**src/rtl/screenPkg.sv**
```systemverilog
package screenPkg;

	// Playing field
	localparam int ScreenWidth = 320;
	localparam int ScreenHeight = 240;
	localparam int TrackDepth = ScreenWidth * ScreenHeight;

	// Sixteen orientations of 32 by 32 pixels in the atlas
	localparam int SpriteSize = 32;
	localparam int SpriteCount = 16;
	localparam int AtlasDepth = SpriteCount * SpriteSize * SpriteSize;

	typedef logic [8:0] xCoordT;
	typedef logic [7:0] yCoordT;

	// 2 bits per channel
	typedef logic [5:0] colourT;

	typedef logic [16:0] trackAddressT;
	typedef logic [13:0] spriteAddressT;

	// Purple in the atlas means the track shows through
	localparam colourT TransparentColour = 6'b100010;

	// Green on the track is wall
	localparam colourT WallColour = 6'b001100;

endpackage

```
**src/rtl/racePkg.sv**
```systemverilog
package racePkg;

	// Counterclockwise from right, so a left turn adds one
	typedef enum logic [3:0] {
		OrientRight,
		OrientUpRightRight,
		OrientUpRight,
		OrientUpUpRight,
		OrientUp,
		OrientUpUpLeft,
		OrientUpLeft,
		OrientUpLeftLeft,
		OrientLeft,
		OrientDownLeftLeft,
		OrientDownLeft,
		OrientDownDownLeft,
		OrientDown,
		OrientDownDownRight,
		OrientDownRight,
		OrientDownRightRight
	} orientationT;

	localparam int PixelsToMove = 2;

	localparam screenPkg::xCoordT StartX = 9'd126;
	localparam screenPkg::yCoordT StartY = 8'd197;

	localparam screenPkg::xCoordT StartLineX = 9'd164;
	localparam screenPkg::xCoordT FinishLineX = 9'd126;

	// Exclusive on both sides
	localparam screenPkg::yCoordT LineWindowLow = 8'd183;
	localparam screenPkg::yCoordT LineWindowHigh = 8'd206;

	// X component of a forward step; the y component is this one a quarter turn back
	function automatic logic signed [3:0] axisStep(input logic [3:0] direction);
		case (direction)
			4'd0, 4'd1, 4'd2, 4'd14, 4'd15: axisStep = 4'(PixelsToMove);
			4'd3, 4'd13: axisStep = 4'(PixelsToMove - 1);
			4'd4, 4'd12: axisStep = 4'sd0;
			4'd5, 4'd11: axisStep = -4'(PixelsToMove - 1);
			default: axisStep = -4'(PixelsToMove);
		endcase
	endfunction

endpackage

```
**src/rtl/pixelIf.sv**
```systemverilog
interface pixelIf;

	logic valid;
	logic [8:0] x;
	logic [7:0] y;
	logic [5:0] colour;

	modport source (
		output valid, x, y, colour
	);

	modport sink (
		input valid, x, y, colour
	);

endinterface

```
**src/rtl/carPainter.sv**
```systemverilog
module carPainter (
	input logic Clock,
	input logic set_reset_signals,
	input logic request,
	input logic move,
	input screenPkg::xCoordT carX,
	input screenPkg::yCoordT carY,
	input racePkg::orientationT orientation,
	output screenPkg::spriteAddressT spriteAddress,
	input screenPkg::colourT spriteColour,
	output logic trackRead,
	output screenPkg::trackAddressT trackAddress,
	input screenPkg::colourT trackColour,
	pixelIf.source pixel,
	output logic done,
	output logic hitWall
);

	import screenPkg::*;

	logic [4:0] offsetX;
	logic [4:0] offsetY;
	xCoordT scanX;
	yCoordT scanY;
	xCoordT xDelayed;
	yCoordT yDelayed;
	logic validDelayed;
	logic lastDelayed;
	logic scanOver;
	logic lastOffset;
	logic visible;
	logic collision;

	assign trackRead = request && !done && !scanOver;
	assign scanX = carX + xCoordT'(offsetX);
	assign scanY = carY + yCoordT'(offsetY);
	assign trackAddress = trackAddressT'(scanY * ScreenWidth + scanX);
	// Block of the orientation, then row and column inside it
	assign spriteAddress = spriteAddressT'({orientation, offsetY, offsetX});
	assign lastOffset = offsetX == 5'(SpriteSize - 1) && offsetY == 5'(SpriteSize - 1);

	assign visible = spriteColour != TransparentColour;
	assign collision = validDelayed && visible && trackColour == WallColour;

	always_ff @(posedge Clock) begin
		if (set_reset_signals || move) begin
			offsetX <= '0;
			offsetY <= '0;
			scanOver <= 1'b0;
			done <= 1'b0;
		end else begin
			if (trackRead) begin
				// Column wraps by itself at 31
				offsetX <= offsetX + 5'd1;
				if (offsetX == 5'(SpriteSize - 1)) begin
					offsetY <= offsetY + 5'd1;
				end
				if (lastOffset) begin
					scanOver <= 1'b1;
				end
			end
			if (collision || lastDelayed) begin
				done <= 1'b1;
			end
		end
	end

	always_ff @(posedge Clock) begin
		if (set_reset_signals) begin
			validDelayed <= 1'b0;
			lastDelayed <= 1'b0;
			hitWall <= 1'b0;
		end else begin
			// A read issued alongside a crash never becomes a beat
			validDelayed <= trackRead && !collision;
			lastDelayed <= trackRead && lastOffset;
			if (collision) begin
				hitWall <= 1'b1;
			end
		end
	end

	always_ff @(posedge Clock) begin
		xDelayed <= scanX;
		yDelayed <= scanY;
	end

	assign pixel.valid = validDelayed;
	assign pixel.x = xDelayed;
	assign pixel.y = yDelayed;
	assign pixel.colour = visible ? spriteColour : trackColour;

endmodule

```
**src/flat_wrapper.sv**
```systemverilog
// flat-port wrapper written by rule: the top's interface ports become plain ports
module carPainter_flat import screenPkg::*;
  (Clock, set_reset_signals, request, move, carX, carY, orientation, spriteAddress, spriteColour, trackRead, trackAddress, trackColour, done, hitWall, pixel_valid, pixel_x, pixel_y, pixel_colour);
  pixelIf pixel_i ();
  input logic Clock;
  input logic set_reset_signals;
  input logic request;
  input logic move;
  input screenPkg::xCoordT carX;
  input screenPkg::yCoordT carY;
  input racePkg::orientationT orientation;
  output screenPkg::spriteAddressT spriteAddress;
  input screenPkg::colourT spriteColour;
  output logic trackRead;
  output screenPkg::trackAddressT trackAddress;
  input screenPkg::colourT trackColour;
  output logic done;
  output logic hitWall;
  output wire logic [$bits(pixel_i.valid)-1:0] pixel_valid;
  output wire logic [$bits(pixel_i.x)-1:0] pixel_x;
  output wire logic [$bits(pixel_i.y)-1:0] pixel_y;
  output wire logic [$bits(pixel_i.colour)-1:0] pixel_colour;
  assign pixel_valid = pixel_i.valid;
  assign pixel_x = pixel_i.x;
  assign pixel_y = pixel_i.y;
  assign pixel_colour = pixel_i.colour;
  carPainter u_core (.Clock(Clock), .set_reset_signals(set_reset_signals), .request(request), .move(move), .carX(carX), .carY(carY), .orientation(orientation), .spriteAddress(spriteAddress), .spriteColour(spriteColour), .trackRead(trackRead), .trackAddress(trackAddress), .trackColour(trackColour), .pixel(pixel_i), .done(done), .hitWall(hitWall));
endmodule
```
**config.mk**
```make
export PLATFORM = sky130hd
export DESIGN_NAME = carPainter_flat
export DESIGN_NICKNAME = d
export VERILOG_FILES = /design/src/rtl/screenPkg.sv /design/src/rtl/racePkg.sv /design/src/rtl/pixelIf.sv /design/src/rtl/carPainter.sv /design/src/flat_wrapper.sv
export SDC_FILE = /design/constraint.sdc
export NUM_CORES = 1
export LEC_CHECK = 0
export BUFFER_PORTS_ARGS = -buffer_cell sky130_fd_sc_hd__buf_2
export CORE_ASPECT_RATIO = 0.6
export CORE_MARGIN = 2
export CORE_UTILIZATION = 45
export CTS_BUF_LIST = sky130_fd_sc_hd__clkbuf_8
export DETAILED_ROUTE_END_ITERATION = 10
export GPL_TIMING_DRIVEN = 0
export HOLD_SLACK_MARGIN = 0.03
export PLACE_DENSITY = 0.77
export SKIP_LAST_GASP = 1
export SLEW_MARGIN = 5
export SYNTH_ARGS = -nofsm -noshare
export SYNTH_HDL_FRONTEND = slang
export SYNTH_SLANG_ARGS = --single-unit
export TNS_END_PERCENT = 5
```
**constraint.sdc**
```tcl
create_clock -name Clock -period 7.7 [get_ports Clock]
set_clock_uncertainty 0.1 [all_clocks]
set_input_delay 1.54 -clock Clock [delete_from_list [all_inputs] [get_ports Clock]]
set_output_delay 1.54 -clock Clock [all_outputs]
set_load 0.02 [all_outputs]
```
==> results of run 1 <==
## tightest hold or removal path, stage by stage (launching register included)
cell     delay (ns)
dfxtp_1        0.31
nor3_1         0.04
nor2_1         0.07
## logic make-up (layout without fill, tap and decap cells)
family	Yosys count	count (layout)
and+or+nand+nor	66	66
AOI/OAI and AO/OA	41	41
xor gates and xnor gates	34	34
DFF	32	32
adders and majority gates	31	31
buffers and inverters	27	125
muxes	3	3
## metal layers
layer  up-vias  part of all wire
li1        986                 -
met1       852              0.52
met2        53              0.41
met3         0             0.071
met4         0                 0
met5         -                 0
## power by group through the flow
stage	registers, uW	clock network (uW)	logic (uW)
final	173	160	152
after floorplan	186	0	97.5
after detailed placement	177	0	152
after global placement	177	0	149
after global routing	174	168	165
after CTS	173	161	153
## flip-flops by register name, summed over array words and instances (netlist names)
signal / flops
u_core.pixel.x: 9
u_core.lastDelayed: 1
u_core.scanOver: 1
u_core.offsetX: 5
u_core.hitWall: 1
u_core.done: 1
u_core.pixel.y: 8
u_core.offsetY: 5
u_core.pixel.valid: 1
## layout make-up
class                      instances  area [sq um]
multi-input combinational        175          1380
fill                             418          1790
inverter                          15          56.3
clock inverter                     3          38.8
sequential                        32           641
buffer                            12          83.8
timing repair buffer              90           450
tap                               63          78.8
clock buffer                       5          68.8
## worst paths after layout
kind / startpoint / end / slack, ns / cells after the start
hold / removal: u_core.lastDelayed / u_core.done / 0.35 / 2
hold reg to reg: u_core.lastDelayed / u_core.done / 0.35 / 2
setup reg to reg: u_core.offsetY[0] / u_core.pixel.y[4] / 5.45 / 6
setup / recovery: carY[0] / trackAddress[16] / 0.63 / 16
## placed cells by master (no fill, tap or decap), drive strengths merged, types with 2 or more instances in the layout
cell / instances
buf: 101
dfxtp: 32
ha: 27
nor2: 24
xnor2: 21
inv: 16
a21oi: 13
xor2: 13
nand2: 12
a21o: 8
o21ai: 7
clkbuf: 6
nor3: 5
o21a: 5
fa: 4
nand4: 4
nor3b: 4
and3: 3
nor2b: 3
nand3: 3
mux2i: 3
nand2b: 2
or2: 2
a211o: 2
## per-stage QoR
| stage | total power (uW) | area [sq um] | hold slack [ns] | utilization | worst slack [ns] |
|---|---|---|---|---|---|
| 4_1_cts | 487 | 2800 | 0.356 | 0.609 | 0.642 |
| 2_1_floorplan | 283 | 2160 | 0.321 | - | 1.18 |
| 3_5_place_dp | 329 | 2690 | 0.338 | 0.586 | 0.651 |
| 6_report | 485 | 2800 | 0.352 | 0.609 | 0.634 |
| 3_3_place_gp | 327 | 2690 | 0.327 | 0.586 | 0.675 |
| 5_1_grt | 507 | 2800 | 0.389 | 0.609 | 0.390 |
==> flow_metrics.tcl, run 1 <==
set metrics [dict create \
    status "complete, no violations" \
    synth_flop_cell "dfxtp_1" \
    areaGrowthSynthToFinish_pct 29.5 \
    grt.busiest_layer "met2" \
    syn_inst 234 \
    clkTransAtPathRegs_ns 0.06 \
    synth-simple-area-share 0.158 \
    ant_nets 0 \
    tns_ns 0 \
    slew_headroom 0.615 \
    yosysWarnings 0 \
    routed_wl_mm 4.77 \
    power_density_nw_per_um2 174 \
    insertion_delay_ns 0.28 \
    fp.dieArea_sq_um 5380 \
    synth_common_cells "dfxtp_1 (32), ha_1 (27), nor2_1 (24)" \
    cp_slowest_cell "fa_1" \
    synth_xor_area_frac 0.138 \
    cts_buffers 5 \
    async_flop_share 0 \
    ir_worst_vdd_v 0.0000895 \
    grt_pass1_vias 1738 \
    ctsHoldBuffers 0 \
    hold_violations 0 \
    die_w_um 93.4 \
    pwr-share-seq 0.357 \
    num_rows 19 \
    clock-root-buffer "clkbuf_8" \
    cp_max_fo 5 \
    netSwitchingPower_uw 157 \
    ys_seq_elements 32 \
    p_int_uw 328 \
    use_met1 0.267 \
    synth_edf_count 0 \
    period_minus_slack_ns 7.07 \
    worst_slew_pin_slew_ns 0.575 \
    start_util 0.470 \
    grt_use_met3 0.0572 \
    ctsResizeCount 0 \
    path_buf_inv 3 \
    cpPeakStageDelay_ns 0.41 \
    yosysTopAreaCell "dfxtp_1" \
    grt_max_degree 11 \
    dp_cells 387 \
    drive_above_1_share 0.352 \
    syn-num-nets 302 \
    finalSetupViolCount 0 \
    max_freq_mhz 142 \
    path_class "input port to output pin" \
    clock_path_buffers 2 \
    cellLeakagePower_uw 0.00144 \
    yosysSeqAreaShare 0.297 \
    cp_cell_sequence "buf_2, ha_1, fa_1, a21o_1, a21oi_1, xor2_1, xnor2_1, inv_1, ha_1, a211o_1, a211o_1, a221oi_4, nand4_2, o211ai_2, o21a_1, buf_2" \
    synth_compound_area_frac 0.135 \
    worstSetupEndpointType "output pin" \
    pwr-share-comb 0.313 \
    maxCapViolCount 0 \
    synthTopCellsByArea "dfxtp_1 (30%), ha_1 (16%), xnor2_1 (8.5%)" \
    drc_errors 0 \
    post-route-period-util 0.918 \
    synth_top_cell_area_share 0.297 \
    final_cells 395 \
    start_kind "input port" \
    synth_top_family_by_area "adder cells" \
    post_cts_buffers 0 \
    gp_congestion 0.777 \
    n_antenna_cell 0 \
    yosysUniqueCellTypes 38 \
    first_pass_iters 4 \
    synthMuxAreaShare 0.0139 \
    core_area_sq_um 4590 \
    port_buffers 90 \
    swShare 0.324 \
    overflow 0 \
    yosys.cell_count.top_type "dfxtp_1" \
    hold_class "register to register" \
    clkPwrFrac 0.330 \
    rsz0062_at_grt "false" \
    crit_required_ns 6.06 \
    synth_adder_area_share 0.194 \
    ios 95 \
    vias 1891 \
    first_iter_violations 72 \
    hpwl_mm 3.99 \
    drv_slew 0 \
    avgSynthCellArea_sq_um 9.22 \
    nNetsFinal 399 \
    crit_arrival_ns 5.43 \
    post_drt_wl_per_cell_um 12.1 \
    via_per_inst 4.79 \
    antenna_found_initial 0 \
    track_usage 0.182 \
    die_h_um 57.6 \
    cts_tree "built" \
    cts_sinks 32 \
    grt_pass1_wl_mm 7.79 \
    htreeDepth 2 \
    cp_top_family "compound AO/OA/AOI/OAI gates" \
    grt_use_met2 0.268 \
    netlist_area_sq_um 2160 \
]
Note: power is estimated with default switching activity, not from simulation.
==> run 2, diff against run 1 <==
GPL_TIMING_DRIVEN = 1   (was 0)
==> run 2 against run 1 <==
Effect of this change:
- clock power about the same
- clock-buffer cell count unchanged
- sequential power about the same
- first-iteration DRC count down 8.3%
- global-route usage down 0.19 points
- register-to-register slack better by 0.06 ns
- total power down 1.4%
- non-clock buffer count down 16
- combinational power down 5%
- setup slack better by 0.083 ns
- final cell count down 4.1%
- largest cell class unchanged
- largest power group unchanged
==> flow_metrics.tcl, run 2 (same netlist as run 1, synthesis figures left out) <==
set metrics [dict create \
    ant_nets 0 \
    tns_ns 0 \
    slew_headroom 0.640 \
    grt_max_degree 13 \
    ir_worst_vdd_v 0.0000805 \
    mostFrequentLayoutCells "buf_2 (86), dfxtp_1 (32), ha_1 (27)" \
    finalSetupViolCount 0 \
    rsz0062_at_grt "false" \
    nNetsFinal 383 \
    ctsResizeCount 0 \
    n_antenna_cell 0 \
    htreeDepth 2 \
    dp_cells 371 \
    start_util 0.470 \
    areaGrowthSynthToFinish_pct 24.9 \
    crit_required_ns 6.06 \
    layout_commonest_cell "buf_2" \
    max_freq_mhz 143 \
    clkTransAtPathRegs_ns 0.06 \
    swShare 0.323 \
    clkPwrFrac 0.334 \
    port_buffers 86 \
    drive_above_1_share 0.326 \
    post_cts_buffers 0 \
    grt_pass1_wl_mm 7.71 \
    vias 1885 \
    drv_slew 0 \
    crit_arrival_ns 5.34 \
    cpPeakStageDelay_ns 0.40 \
    ctsHoldBuffers 0 \
    ios 95 \
    maxCapViolCount 0 \
    routed_wl_mm 4.67 \
    hold_start "u_core.hitWall" \
    cts_tree "built" \
    worst_slew_pin_slew_ns 0.537 \
    reg2reg_slack_ns 5.51 \
    pwr-share-seq 0.363 \
    period_minus_slack_ns 6.98 \
    num_rows 19 \
    die_w_um 93.4 \
    hold_class "register to register" \
    pwr-share-comb 0.303 \
    cp_max_fo 5 \
    start_kind "input port" \
    r2r_end "u_core.pixel.y[4]" \
    cp_cell_sequence "buf_2, ha_1, fa_1, a21o_1, a21oi_1, xor2_1, and3_1, a21oi_1, xnor2_1, ha_1, o21a_2, a211o_1, a221oi_4, nand4_2, o211ai_2, o21a_1, buf_2" \
    clock-root-buffer "clkbuf_8" \
    drc_errors 0 \
    clock_path_buffers 2 \
    placed_cell_area_sq_um 2580 \
    netSwitchingPower_uw 154 \
    grt_pass1_vias 1694 \
    cts_sinks 32 \
    reg2reg_depth 6 \
    core_area_sq_um 4590 \
    cellLeakagePower_uw 0.00137 \
    final_core_util 0.587 \
    rr_startpoint "u_core.offsetY[0]" \
    final_cells 379 \
    die_h_um 57.6 \
    cp_slowest_cell "fa_1" \
    path_class "input port to output pin" \
    cts_buffers 5 \
    first_pass_iters 4 \
    overflow 0 \
    power_density_nw_per_um2 178 \
    worstSetupEndpointType "output pin" \
    gp_congestion 0.858 \
    largest_reg_flops 9 \
    hpwl_mm 3.92 \
    first_iter_violations 66 \
    antenna_found_initial 0 \
    min_to "u_core.hitWall" \
    post-route-period-util 0.907 \
    hold_violations 0 \
    status "complete, no violations" \
    design_area_sq_um 2700 \
    hold_path_depth 2 \
    post_drt_wl_per_cell_um 12.3 \
    insertion_delay_ns 0.28 \
    via_per_inst 4.97 \
    track_usage 0.180 \
    p_int_uw 324 \
    fp.dieArea_sq_um 5380 \
]
[run 2: changes by cell type in the layout (fill, tap and decap cells not counted)]
cell,before,now
buf_2,91,86
clkbuf_1,1,0
clkinvlp_4,0,1
inv_1,16,15
buf_4,10,0
[run 2: cell type report]
class	count	area, sq um
Timing Repair Buffer	86	430
Clock inverter	3	42.5
Sequential cell	32	641
Clock buffer	5	68.8
Fill cell	390	1890
Multi-Input combinational cell	175	1380
Tap cell	63	78.8
Inverter	15	56.3
[run 2: power groups by stage]
stage          logic, uW  registers (uW)  clock network, uW
2_1_floorplan       97.5             186                  0
3_3_place_gp         143             177                  0
3_5_place_dp         145             177                  0
4_1_cts              145             174                163
5_1_grt              159             174                173
6_report             145             174                160
[run 2: worst max-delay path by stage]
stage,cells past startpoint,to,start
3_5_place_dp,17,trackAddress[16],carY[0]
6_report,17,trackAddress[16],carY[0]
2_1_floorplan,13,trackAddress[15],carY[0]
5_1_grt,17,trackAddress[16],carY[0]
3_3_place_gp,16,trackAddress[16],carY[0]
4_1_cts,17,trackAddress[16],carY[0]
[run 2: metrics by stage]
step	hold WS [ns]	power (uW)	setup WS, ns
after floorplan	0.321	283	1.18
after global placement	0.329	321	0.896
after detailed placement	0.362	322	0.758
after CTS	0.377	482	0.750
after global routing	0.399	505	0.475
final	0.373	479	0.717
[run 2: worst max-delay path: cells and delay by family]
family | cells | cell delay (ns)
compound gates | 8 | 1.68
xor+xnor | 2 | 0.52
fa+ha+maj | 3 | 0.96
buf+inv | 2 | 0.26
simple gates | 2 | 0.39
[run 2: layer usage]
layer	vias up	GRT usage	wire length, um
met2	61	0.248	1880
met1	869	0.273	2400
met4	0	0.0378	12
met5	-	0	0
li1	951	-	-
met3	4	0.0624	384
